==> src/hdl/cl_ocl_cfg.svh <==
`ifndef CL_OCL_CFG_SVH
`define CL_OCL_CFG_SVH

// ------------------------------
// bus and counter widths
// ------------------------------
`define OCL_ADDR_W     32               // register address
`define OCL_DATA_W     32               // register data
`define OCL_STRB_W     4                // one strobe per byte lane
`define CNT_W          16               // main counter
`define TICK_W         8                // prescaler

// ------------------------------
// identity and fixed words
// ------------------------------
`define CL_ID0         32'hA1C0_7E55    // vendor / device word
`define CL_ID1         32'h0001_0F00    // subsystem word
`define CL_STATUS0     32'h0000_0FF0    // fixed status
`define CL_VERSION     32'hEEEE_EE00    // design version

// ------------------------------
// register map, byte offsets
// ------------------------------
`define REG_ID0        32'h0000_0000
`define REG_ID1        32'h0000_0004
`define REG_STATUS0    32'h0000_0008
`define REG_VERSION    32'h0000_000C
`define REG_CTRL       32'h0000_0010    // bit0 enable, bit1 clear, bit2 oneshot
`define REG_TICK       32'h0000_0014    // prescaler period
`define REG_LOAD       32'h0000_0018    // write loads the count
`define REG_WATERMARK  32'h0000_001C
`define REG_COUNT      32'h0000_0020    // read only
`define REG_FLAGS      32'h0000_0024    // read only, bit0 tick, bit1 ge_watermark

`define RESP_OKAY      2'd0
`define RESP_SLVERR    2'd2

`endif

==> src/hdl/cl_ocl_pkg.sv <==
package cl_ocl_pkg;

  `include "cl_ocl_cfg.svh"

  // ------------------------------
  // register bus payloads
  // ------------------------------

  // aw and ar request
  typedef struct packed {
    logic [`OCL_ADDR_W-1:0] addr;       // byte address, word aligned in use
  } ocl_addr_t;

  // w request
  typedef struct packed {
    logic [`OCL_DATA_W-1:0] data;       // write data
    logic [`OCL_STRB_W-1:0] strb;       // byte enables
  } ocl_wdata_t;

  // b response
  typedef struct packed {
    logic [1:0]             resp;       // okay or slverr
  } ocl_bresp_t;

  // r response
  typedef struct packed {
    logic [`OCL_DATA_W-1:0] data;       // read data, zero on error
    logic [1:0]             resp;       // okay or slverr
  } ocl_rresp_t;

  // ------------------------------
  // counter control and status
  // ------------------------------

  typedef struct packed {
    logic                   enable;     // run prescaler and count
    logic                   clear;      // level, zeroes both counts
    logic                   oneshot;    // saturate instead of wrap
    logic                   load;       // one cycle pulse
    logic [`TICK_W-1:0]     tick_value; // prescaler wraps after this value
    logic [`CNT_W-1:0]      load_value;
    logic [`CNT_W-1:0]      watermark;
  } cnt_ctrl_t;

  typedef struct packed {
    logic [`CNT_W-1:0]      count;
    logic [`TICK_W-1:0]     tick_cnt;
    logic                   tick;       // prescaler wrap seen
    logic                   ge_watermark;
  } cnt_stat_t;

endpackage

==> src/hdl/axil_reg_slice.sv <==
`timescale 1ns/1ps

module axil_reg_slice
  import cl_ocl_pkg::*;
#(
  parameter type payload_t = ocl_addr_t   // request payload carried by the slice
)
(
  input  logic     clk_main_a0,
  input  logic     rst_main_n,

  // upstream side, from host
  input  logic     in_valid,
  output logic     in_ready,
  input  payload_t in_payload,

  // downstream side, to register file
  output logic     out_valid,
  input  logic     out_ready,
  output payload_t out_payload
);

  // ------------------------------
  // one deep pipeline stage
  // ------------------------------

  // space when empty or the held item leaves this cycle
  assign in_ready = ~out_valid | out_ready;

  always_ff @(posedge clk_main_a0)
  begin
    if (!rst_main_n)
    begin
      out_valid <= 1'b0;                  // slice empty
    end
    else if (in_ready)
    begin
      out_valid <= in_valid;              // refill or drain
    end
  end

  // payload only moves on an accepted transfer
  always_ff @(posedge clk_main_a0)
  begin
    if (in_valid && in_ready)
    begin
      out_payload <= in_payload;
    end
  end

endmodule

==> src/hdl/ocl_reg_file.sv <==
`timescale 1ns/1ps

`include "cl_ocl_cfg.svh"

module ocl_reg_file
  import cl_ocl_pkg::*;
(
  input  logic       clk_main_a0,
  input  logic       rst_main_n,

  // write request, from slices
  input  logic       aw_valid,
  output logic       aw_ready,
  input  ocl_addr_t  aw_payload,
  input  logic       w_valid,
  output logic       w_ready,
  input  ocl_wdata_t w_payload,

  // write response
  output logic       b_valid,
  input  logic       b_ready,
  output ocl_bresp_t b_payload,

  // read request and response
  input  logic       ar_valid,
  output logic       ar_ready,
  input  ocl_addr_t  ar_payload,
  output logic       r_valid,
  input  logic       r_ready,
  output ocl_rresp_t r_payload,

  // counter side
  output cnt_ctrl_t  cnt_ctrl,
  input  cnt_stat_t  cnt_stat
);

  logic                   wr_take;      // aw and w consumed together
  logic                   rd_take;
  logic [`OCL_ADDR_W-1:0] wr_addr;      // word aligned
  logic [`OCL_ADDR_W-1:0] rd_addr;
  logic                   wr_ctrl;
  logic                   wr_tick;
  logic                   wr_load;
  logic                   wr_wm;
  logic                   wr_ok;        // writable offset
  logic [`OCL_DATA_W-1:0] ctrl_wr;      // strobe merged values
  logic [`OCL_DATA_W-1:0] tick_wr;
  logic [`OCL_DATA_W-1:0] wm_wr;
  logic [`OCL_DATA_W-1:0] rd_data;
  logic                   rd_err;

  // replace only the byte lanes with a strobe set
  function automatic logic [`OCL_DATA_W-1:0] strb_merge(
    input logic [`OCL_DATA_W-1:0] old_val,
    input ocl_wdata_t             wd
  );
    logic [`OCL_DATA_W-1:0] res;
    res = old_val;
    for (int i = 0; i < `OCL_STRB_W; i++)
    begin
      if (wd.strb[i])
      begin
        res[8*i +: 8] = wd.data[8*i +: 8];
      end
    end
    return res;
  endfunction

  // ------------------------------
  // handshakes
  // ------------------------------
  assign wr_take  = aw_valid & w_valid & (~b_valid | b_ready);  // response slot free
  assign aw_ready = wr_take;
  assign w_ready  = wr_take;
  assign rd_take  = ar_valid & (~r_valid | r_ready);
  assign ar_ready = rd_take;

  // ------------------------------
  // write decode
  // ------------------------------
  assign wr_addr = {aw_payload.addr[`OCL_ADDR_W-1:2], 2'b00};
  assign rd_addr = {ar_payload.addr[`OCL_ADDR_W-1:2], 2'b00};
  assign wr_ctrl = (wr_addr == `REG_CTRL);
  assign wr_tick = (wr_addr == `REG_TICK);
  assign wr_load = (wr_addr == `REG_LOAD);
  assign wr_wm   = (wr_addr == `REG_WATERMARK);
  assign wr_ok   = wr_ctrl | wr_tick | wr_load | wr_wm;  // id, status, count, flags are ro

  assign ctrl_wr = strb_merge({{(`OCL_DATA_W-3){1'b0}}, cnt_ctrl.oneshot,
                               cnt_ctrl.clear, cnt_ctrl.enable}, w_payload);
  assign tick_wr = strb_merge({{(`OCL_DATA_W-`TICK_W){1'b0}}, cnt_ctrl.tick_value},
                              w_payload);
  assign wm_wr   = strb_merge({{(`OCL_DATA_W-`CNT_W){1'b0}}, cnt_ctrl.watermark},
                              w_payload);

  // control registers
  always_ff @(posedge clk_main_a0)
  begin
    if (!rst_main_n)
    begin
      cnt_ctrl <= '0;
    end
    else
    begin
      cnt_ctrl.load <= wr_take & wr_load;                 // single cycle pulse
      if (wr_take && wr_ctrl)
      begin
        cnt_ctrl.enable  <= ctrl_wr[0];
        cnt_ctrl.clear   <= ctrl_wr[1];
        cnt_ctrl.oneshot <= ctrl_wr[2];
      end
      if (wr_take && wr_tick)
      begin
        cnt_ctrl.tick_value <= tick_wr[`TICK_W-1:0];
      end
      if (wr_take && wr_load)
      begin
        cnt_ctrl.load_value <= w_payload.data[`CNT_W-1:0];  // no strobe on load
      end
      if (wr_take && wr_wm)
      begin
        cnt_ctrl.watermark <= wm_wr[`CNT_W-1:0];
      end
    end
  end

  // write response
  always_ff @(posedge clk_main_a0)
  begin
    if (!rst_main_n)
    begin
      b_valid <= 1'b0;
    end
    else if (wr_take)
    begin
      b_valid <= 1'b1;
    end
    else if (b_ready)
    begin
      b_valid <= 1'b0;                                   // response taken
    end
  end

  always_ff @(posedge clk_main_a0)
  begin
    if (wr_take)
    begin
      b_payload.resp <= wr_ok ? `RESP_OKAY : `RESP_SLVERR;
    end
  end

  // ------------------------------
  // read mux
  // ------------------------------
  always_comb
  begin
    rd_data = '0;
    rd_err  = 1'b0;
    case (rd_addr)
      `REG_ID0:       rd_data = `CL_ID0;
      `REG_ID1:       rd_data = `CL_ID1;
      `REG_STATUS0:   rd_data = `CL_STATUS0;
      `REG_VERSION:   rd_data = `CL_VERSION;
      `REG_CTRL:      rd_data = {{(`OCL_DATA_W-3){1'b0}}, cnt_ctrl.oneshot,
                                 cnt_ctrl.clear, cnt_ctrl.enable};
      `REG_TICK:      rd_data = {{(`OCL_DATA_W-`TICK_W){1'b0}}, cnt_ctrl.tick_value};
      `REG_LOAD:      rd_data = {{(`OCL_DATA_W-`CNT_W){1'b0}}, cnt_ctrl.load_value};
      `REG_WATERMARK: rd_data = {{(`OCL_DATA_W-`CNT_W){1'b0}}, cnt_ctrl.watermark};
      `REG_COUNT:     rd_data = {{(`OCL_DATA_W-`CNT_W){1'b0}}, cnt_stat.count};
      `REG_FLAGS:     rd_data = {{(`OCL_DATA_W-2){1'b0}}, cnt_stat.ge_watermark,
                                 cnt_stat.tick};
      default:        rd_err  = 1'b1;                    // unmapped, data stays 0
    endcase
  end

  // read response
  always_ff @(posedge clk_main_a0)
  begin
    if (!rst_main_n)
    begin
      r_valid <= 1'b0;
    end
    else if (rd_take)
    begin
      r_valid <= 1'b1;
    end
    else if (r_ready)
    begin
      r_valid <= 1'b0;
    end
  end

  always_ff @(posedge clk_main_a0)
  begin
    if (rd_take)
    begin
      r_payload.data <= rd_data;                         // status sampled at take
      r_payload.resp <= rd_err ? `RESP_SLVERR : `RESP_OKAY;
    end
  end

endmodule

==> src/hdl/tick_counter.sv <==
`timescale 1ns/1ps

`include "cl_ocl_cfg.svh"

module tick_counter
  import cl_ocl_pkg::*;
(
  input  logic      clk_main_a0,
  input  logic      rst_main_n,
  input  cnt_ctrl_t cnt_ctrl,
  output cnt_stat_t cnt_stat
);

  logic [`TICK_W-1:0] tick_cnt;         // prescaler state
  logic [`CNT_W-1:0]  cnt;              // main count state
  logic               tick_wrap;        // prescaler at its period
  logic               cnt_max;

  // >= so a smaller period written mid count still wraps
  assign tick_wrap = (tick_cnt >= cnt_ctrl.tick_value);
  assign cnt_max   = (cnt == {`CNT_W{1'b1}});

  // ------------------------------
  // prescaler and main count
  // ------------------------------
  always_ff @(posedge clk_main_a0)
  begin
    if (!rst_main_n || cnt_ctrl.clear)
    begin
      tick_cnt <= '0;                   // clear has top priority
      cnt      <= '0;
    end
    else
    begin
      if (cnt_ctrl.enable)
      begin
        tick_cnt <= tick_wrap ? '0 : tick_cnt + 1'b1;
      end
      if (cnt_ctrl.load)
      begin
        cnt <= cnt_ctrl.load_value;     // load beats enable
      end
      else if (cnt_ctrl.enable && tick_wrap && !(cnt_ctrl.oneshot && cnt_max))
      begin
        cnt <= cnt + 1'b1;              // wraps unless oneshot holds at max
      end
    end
  end

  // status, one cycle behind the state
  always_ff @(posedge clk_main_a0)
  begin
    if (!rst_main_n)
    begin
      cnt_stat <= '0;
    end
    else
    begin
      cnt_stat.count        <= cnt;
      cnt_stat.tick_cnt     <= tick_cnt;
      cnt_stat.tick         <= cnt_ctrl.enable & tick_wrap;
      cnt_stat.ge_watermark <= (cnt >= cnt_ctrl.watermark);
    end
  end

endmodule

==> src/hdl/cl_ocl_top.sv <==
`timescale 1ns/1ps

module cl_ocl_top
  import cl_ocl_pkg::*;
(
  input  logic       clk_main_a0,
  input  logic       rst_main_n,

  // write address
  input  logic       aw_valid,
  output logic       aw_ready,
  input  ocl_addr_t  aw_payload,

  // write data
  input  logic       w_valid,
  output logic       w_ready,
  input  ocl_wdata_t w_payload,

  // write response
  output logic       b_valid,
  input  logic       b_ready,
  output ocl_bresp_t b_payload,

  // read address
  input  logic       ar_valid,
  output logic       ar_ready,
  input  ocl_addr_t  ar_payload,

  // read data
  output logic       r_valid,
  input  logic       r_ready,
  output ocl_rresp_t r_payload
);

  // registered request channels into the decoder
  logic       aw_q_valid;
  logic       aw_q_ready;
  ocl_addr_t  aw_q_payload;
  logic       w_q_valid;
  logic       w_q_ready;
  ocl_wdata_t w_q_payload;
  logic       ar_q_valid;
  logic       ar_q_ready;
  ocl_addr_t  ar_q_payload;

  cnt_ctrl_t  cnt_ctrl;                 // register file to counter
  cnt_stat_t  cnt_stat;                 // counter back to register file

  // ------------------------------
  // request slices
  // ------------------------------
  axil_reg_slice #(.payload_t(ocl_addr_t)) u_aw_slice (
    .clk_main_a0 (clk_main_a0),
    .rst_main_n  (rst_main_n),
    .in_valid    (aw_valid),
    .in_ready    (aw_ready),
    .in_payload  (aw_payload),
    .out_valid   (aw_q_valid),
    .out_ready   (aw_q_ready),
    .out_payload (aw_q_payload)
  );

  axil_reg_slice #(.payload_t(ocl_wdata_t)) u_w_slice (
    .clk_main_a0 (clk_main_a0),
    .rst_main_n  (rst_main_n),
    .in_valid    (w_valid),
    .in_ready    (w_ready),
    .in_payload  (w_payload),
    .out_valid   (w_q_valid),
    .out_ready   (w_q_ready),
    .out_payload (w_q_payload)
  );

  axil_reg_slice #(.payload_t(ocl_addr_t)) u_ar_slice (
    .clk_main_a0 (clk_main_a0),
    .rst_main_n  (rst_main_n),
    .in_valid    (ar_valid),
    .in_ready    (ar_ready),
    .in_payload  (ar_payload),
    .out_valid   (ar_q_valid),
    .out_ready   (ar_q_ready),
    .out_payload (ar_q_payload)
  );

  // ------------------------------
  // decoder and counter
  // ------------------------------
  ocl_reg_file u_reg_file (
    .clk_main_a0 (clk_main_a0),
    .rst_main_n  (rst_main_n),
    .aw_valid    (aw_q_valid),
    .aw_ready    (aw_q_ready),
    .aw_payload  (aw_q_payload),
    .w_valid     (w_q_valid),
    .w_ready     (w_q_ready),
    .w_payload   (w_q_payload),
    .b_valid     (b_valid),
    .b_ready     (b_ready),
    .b_payload   (b_payload),
    .ar_valid    (ar_q_valid),
    .ar_ready    (ar_q_ready),
    .ar_payload  (ar_q_payload),
    .r_valid     (r_valid),
    .r_ready     (r_ready),
    .r_payload   (r_payload),
    .cnt_ctrl    (cnt_ctrl),
    .cnt_stat    (cnt_stat)
  );

  tick_counter u_counter (
    .clk_main_a0 (clk_main_a0),
    .rst_main_n  (rst_main_n),
    .cnt_ctrl    (cnt_ctrl),
    .cnt_stat    (cnt_stat)
  );

endmodule

==> config.mk <==
export PLATFORM = sky130hd
export DESIGN_NAME = cl_ocl_top
export DESIGN_NICKNAME = d
export VERILOG_FILES = /design/src/hdl/cl_ocl_pkg.sv /design/src/hdl/axil_reg_slice.sv /design/src/hdl/ocl_reg_file.sv /design/src/hdl/tick_counter.sv /design/src/hdl/cl_ocl_top.sv
export VERILOG_INCLUDE_DIRS = /design/src /design/src/hdl
export SDC_FILE = /design/constraint.sdc
export NUM_CORES = 1
export LEC_CHECK = 0
export BUFFER_PORTS_ARGS = -buffer_cell sky130_fd_sc_hd__buf_4
export CAP_MARGIN = 20
export CORE_UTILIZATION = 30
export CTS_BUF_LIST = sky130_fd_sc_hd__clkbuf_4 sky130_fd_sc_hd__clkbuf_8
export CTS_CLUSTER_SIZE = 24
export DETAILED_ROUTE_END_ITERATION = 8
export SLEW_MARGIN = 15
export SYNTH_ARGS = -nofsm -noshare
export SYNTH_HDL_FRONTEND = slang
export SYNTH_SLANG_ARGS = --single-unit
==> constraint.sdc <==
create_clock -name clk_main_a0 -period 5.2 [get_ports clk_main_a0]
set_clock_uncertainty 0.15 [all_clocks]
set_input_delay 0.26 -clock clk_main_a0 [delete_from_list [all_inputs] [get_ports clk_main_a0]]
set_output_delay 0.26 -clock clk_main_a0 [all_outputs]
set_load 0.03 [all_outputs]
==> results.toml <==
[run_status]
status = "complete, no violations"

[sta]
max_freq_mhz = 355
tns_ns = 0
min_period_ns = 2.81
hold_ws_ns = 0.269
period_share_pct = 54.1
setup_violations = 0
max_slew_margin_pct = 33.4
rsz0062_at_grt = "no"
worst_slew_pin_slew_ns = 0.999
slew_viol_final = 0
final_hold_viol_count = 0

[setup_path]
cpPeakStageDelay_ns = 0.71
cp-start-kind = "flip-flop"
crit_buf_inv = 0
worstPathCellList = "nor4_1, nand4_1, nor2_1, nand2_1, nor4_1"
worstSetupPathType = "reg -> reg"
arrival_ns = 2.91
critPathMostFrequentCell = "nor4_1"
required_ns = 5.29
path_max_fanout = 13
crit_path_end_kind = "flip-flop"
crit_family = "simple AND/OR/NAND/NOR gates"
cp_slowest_cell = "nor2_1"

[floorplan]
start_util_pct = 30.5
rows = 60
die-area_um2 = 27900
io_pins = 148
core_area_um2 = 26800
dieHeight_um = 167
die_width_um = 167

[cts]
cts_resized = 0
clock-sinks = 191
cts_tree = "yes"
cts_buffer_depth = 2
clk_latency_ns = 0.47
post-cts-setup-buffers = 0
cts_root_buf = "clkbuf_8"
cts_buffers = 17
h-tree-depth = 4
clk_pin_slew_ns = 0.11

[finish]
drive_above_1_share_pct = 22.7
area_delta_synth_final_pct = 28.8
final_nets = 1026
antenna_cells = 0

[global_routing]
first_global_vias = 5840
track_usage_pct = 14.2
antenna_found_initial = 0
grt_first_pass_wirelength_um = 31000
overflow = 0
grt_max_degree = 77

[synth]
yosysTopAreaCell = "edfxtp_1"
ys.flop_type = "edfxtp_1"
synth_compound_area_share_pct = 11.8
synth_area_per_cell_um2 = 11.5
yosys.area_share.simple_pct = 17.0
synth_edf_count = 100
ys_warn_count = 0
syn_inst = 709
seq_area_frac_synth_pct = 59.1
yosys.area_share.adder_pct = 3.98
synth_top_family_by_area = "simple AND/OR/NAND/NOR gates"
synth_xor_area_share_pct = 2.25
synth_cell_type_count = 65
ys_ff_latch = 191
synth_area_leaders = "edfxtp_1 37%, dfxtp_1 22%, ha_1 4.0%, nand3_1 2.8%, nand2_1 2.2%"
postSynth.asyncResetShare_pct = 0
synthesis.area_um2 = 8170
synth_top_cell_area_share_pct = 36.8
synth_mux_area_share_pct = 0.996

[detailed_routing]
first_pass_iters = 4
vias = 5885
routed_wl_um = 19200
drt_iter0_drc = 390
antenna_left = 0
viasPerCell = 4.72
drc_errors = 0
post_drt_wl_per_cell_um = 15.4

[pwr]
vdd_drop_max_mv = 0.150
powerDensity_nw_per_um2 = 274
power.leakage_nw = 3.89

[placed_design]
gp_congestion = 0.861
portBuffers = 121
hpwl_um = 13200

[run]
cap_violations = 0

[hold_path]
hold_path.class = "in -> reg"
-- power by group --
part | internal (mW) | switching, mW
sequential | 1.64 | 0.0290
clock | 0.374 | 0.614
combinational | 0.114 | 0.113
-- layout by cell type, fill, tap and decap left out, types with 30 or more instances in the layout --
cell / netlist / layout
buf_4: 14 / 123
edfxtp_1: 100 / 100
dfxtp_1: 91 / 91
dlygate4sd3_1: 0 / 84
nand2_1: 47 / 47
nand3_1: 45 / 45
nor2_1: 37 / 37
inv_1: 31 / 31
a21oi_1: 30 / 30
o21ai_0: 30 / 30
-- worst register-to-register path, stage by stage, from the launching register on --
cell	delay [ns]
edfxtp_1	0.39
nor4_1	0.36
nand4_1	0.19
nor2_1	0.71
nand2_1	0.35
nor4_1	0.44
-- timing repair --
| item | CTS | global route |
|---|---|---|
| hold buffers | 84 | 0 |
| endpoints found under the setup margin | 0 | 0 |
| hold endpoints to repair | 83 | 0 |
-- synth_stat cells, types with 4 or more instances --
library cell,count
a21oi_1,30
a22o_1,7
and2_1,21
and3_1,15
and4_1,4
buf_1,4
buf_4,14
buf_6,6
clkbuf_1,18
dfxtp_1,91
edfxtp_1,100
ha_1,26
inv_1,31
mux2i_1,7
nand2_1,47
nand3_1,45
nand3_2,16
nand4_1,10
nor2_1,37
nor2b_1,8
nor3_1,6
nor4_1,12
o21ai_0,30
o21ai_1,22
o21ai_2,18
o22ai_1,4
xnor2_1,5
xor2_1,16
-- metal layers --
metal	GRT usage (%)	part of all wire, %	vias up
li1	-	-	2955
met4	5.07	1.6	0
met2	21.1	42	212
met3	3.49	7.3	23
met5	0	0	-
met1	19.9	49	2695
-- stage by stage --
stage          cells  instance area (um2)  setup WS, ns  power [mW]  utilization (%)
5_1_grt         1247                10500          2.22        2.99             39.2
3_5_place_dp    1131                 9260          2.18        1.87             34.5
6_report        1247                10500          2.39        2.88             39.2
3_3_place_gp    1131                 9260          2.20        1.87             34.5
2_1_floorplan    712                 8180          2.82        1.79                -
4_1_cts         1247                10500          2.36        2.90             39.2
-- worst paths after layout --
check                           depth (start not counted)                                 start  slack [ns]                                    to
worst min-delay path                                    3                            rst_main_n        0.27  u_reg_file.cnt_ctrl[20]$_SDFFE_PN0P_
worst min register to register                          2  u_reg_file.cnt_ctrl[34]$_SDFFE_PN0P_        0.33  u_reg_file.cnt_ctrl[34]$_SDFFE_PN0P_
worst max-delay path                                    5  u_ar_slice.out_payload[12]$_DFFE_PP_        2.39    u_reg_file.r_payload[31]$_DFFE_PP_
worst max register to register                          5  u_ar_slice.out_payload[12]$_DFFE_PP_        2.39    u_reg_file.r_payload[31]$_DFFE_PP_
-- registers in the layout, summed over array words and instances (netlist names), 8 cells and up --
name,flops
u_reg_file.cnt_ctrl,44
u_reg_file.r_payload,21
u_aw_slice.out_payload,30
u_counter.tick_cnt,8
u_ar_slice.out_payload,30
u_counter.cnt_stat,18
u_counter.cnt,16
u_w_slice.out_payload,18
-- logic make-up (layout without fill, tap and decap cells) --
kind of cell               Yosys count  after routing
and+or+nand+nor                    237            237
DFF                                191            191
AOI/OAI and AO/OA                  148            148
buffers and inverters               77            271
adders and majority gates           26             26
xor gates and xnor gates            21             21
muxes                                8              8
other                                1              4
-- layout make-up --
class,count,area [um2]
flip-flops and latches,191,4820
multi-input cells,444,2960
inverters,32,120
well taps,341,427
clock buffers,17,234
fillers,2550,16300
repair buffers,207,1760
clock inverters,15,181
Note: power is estimated with default switching activity, not from simulation.
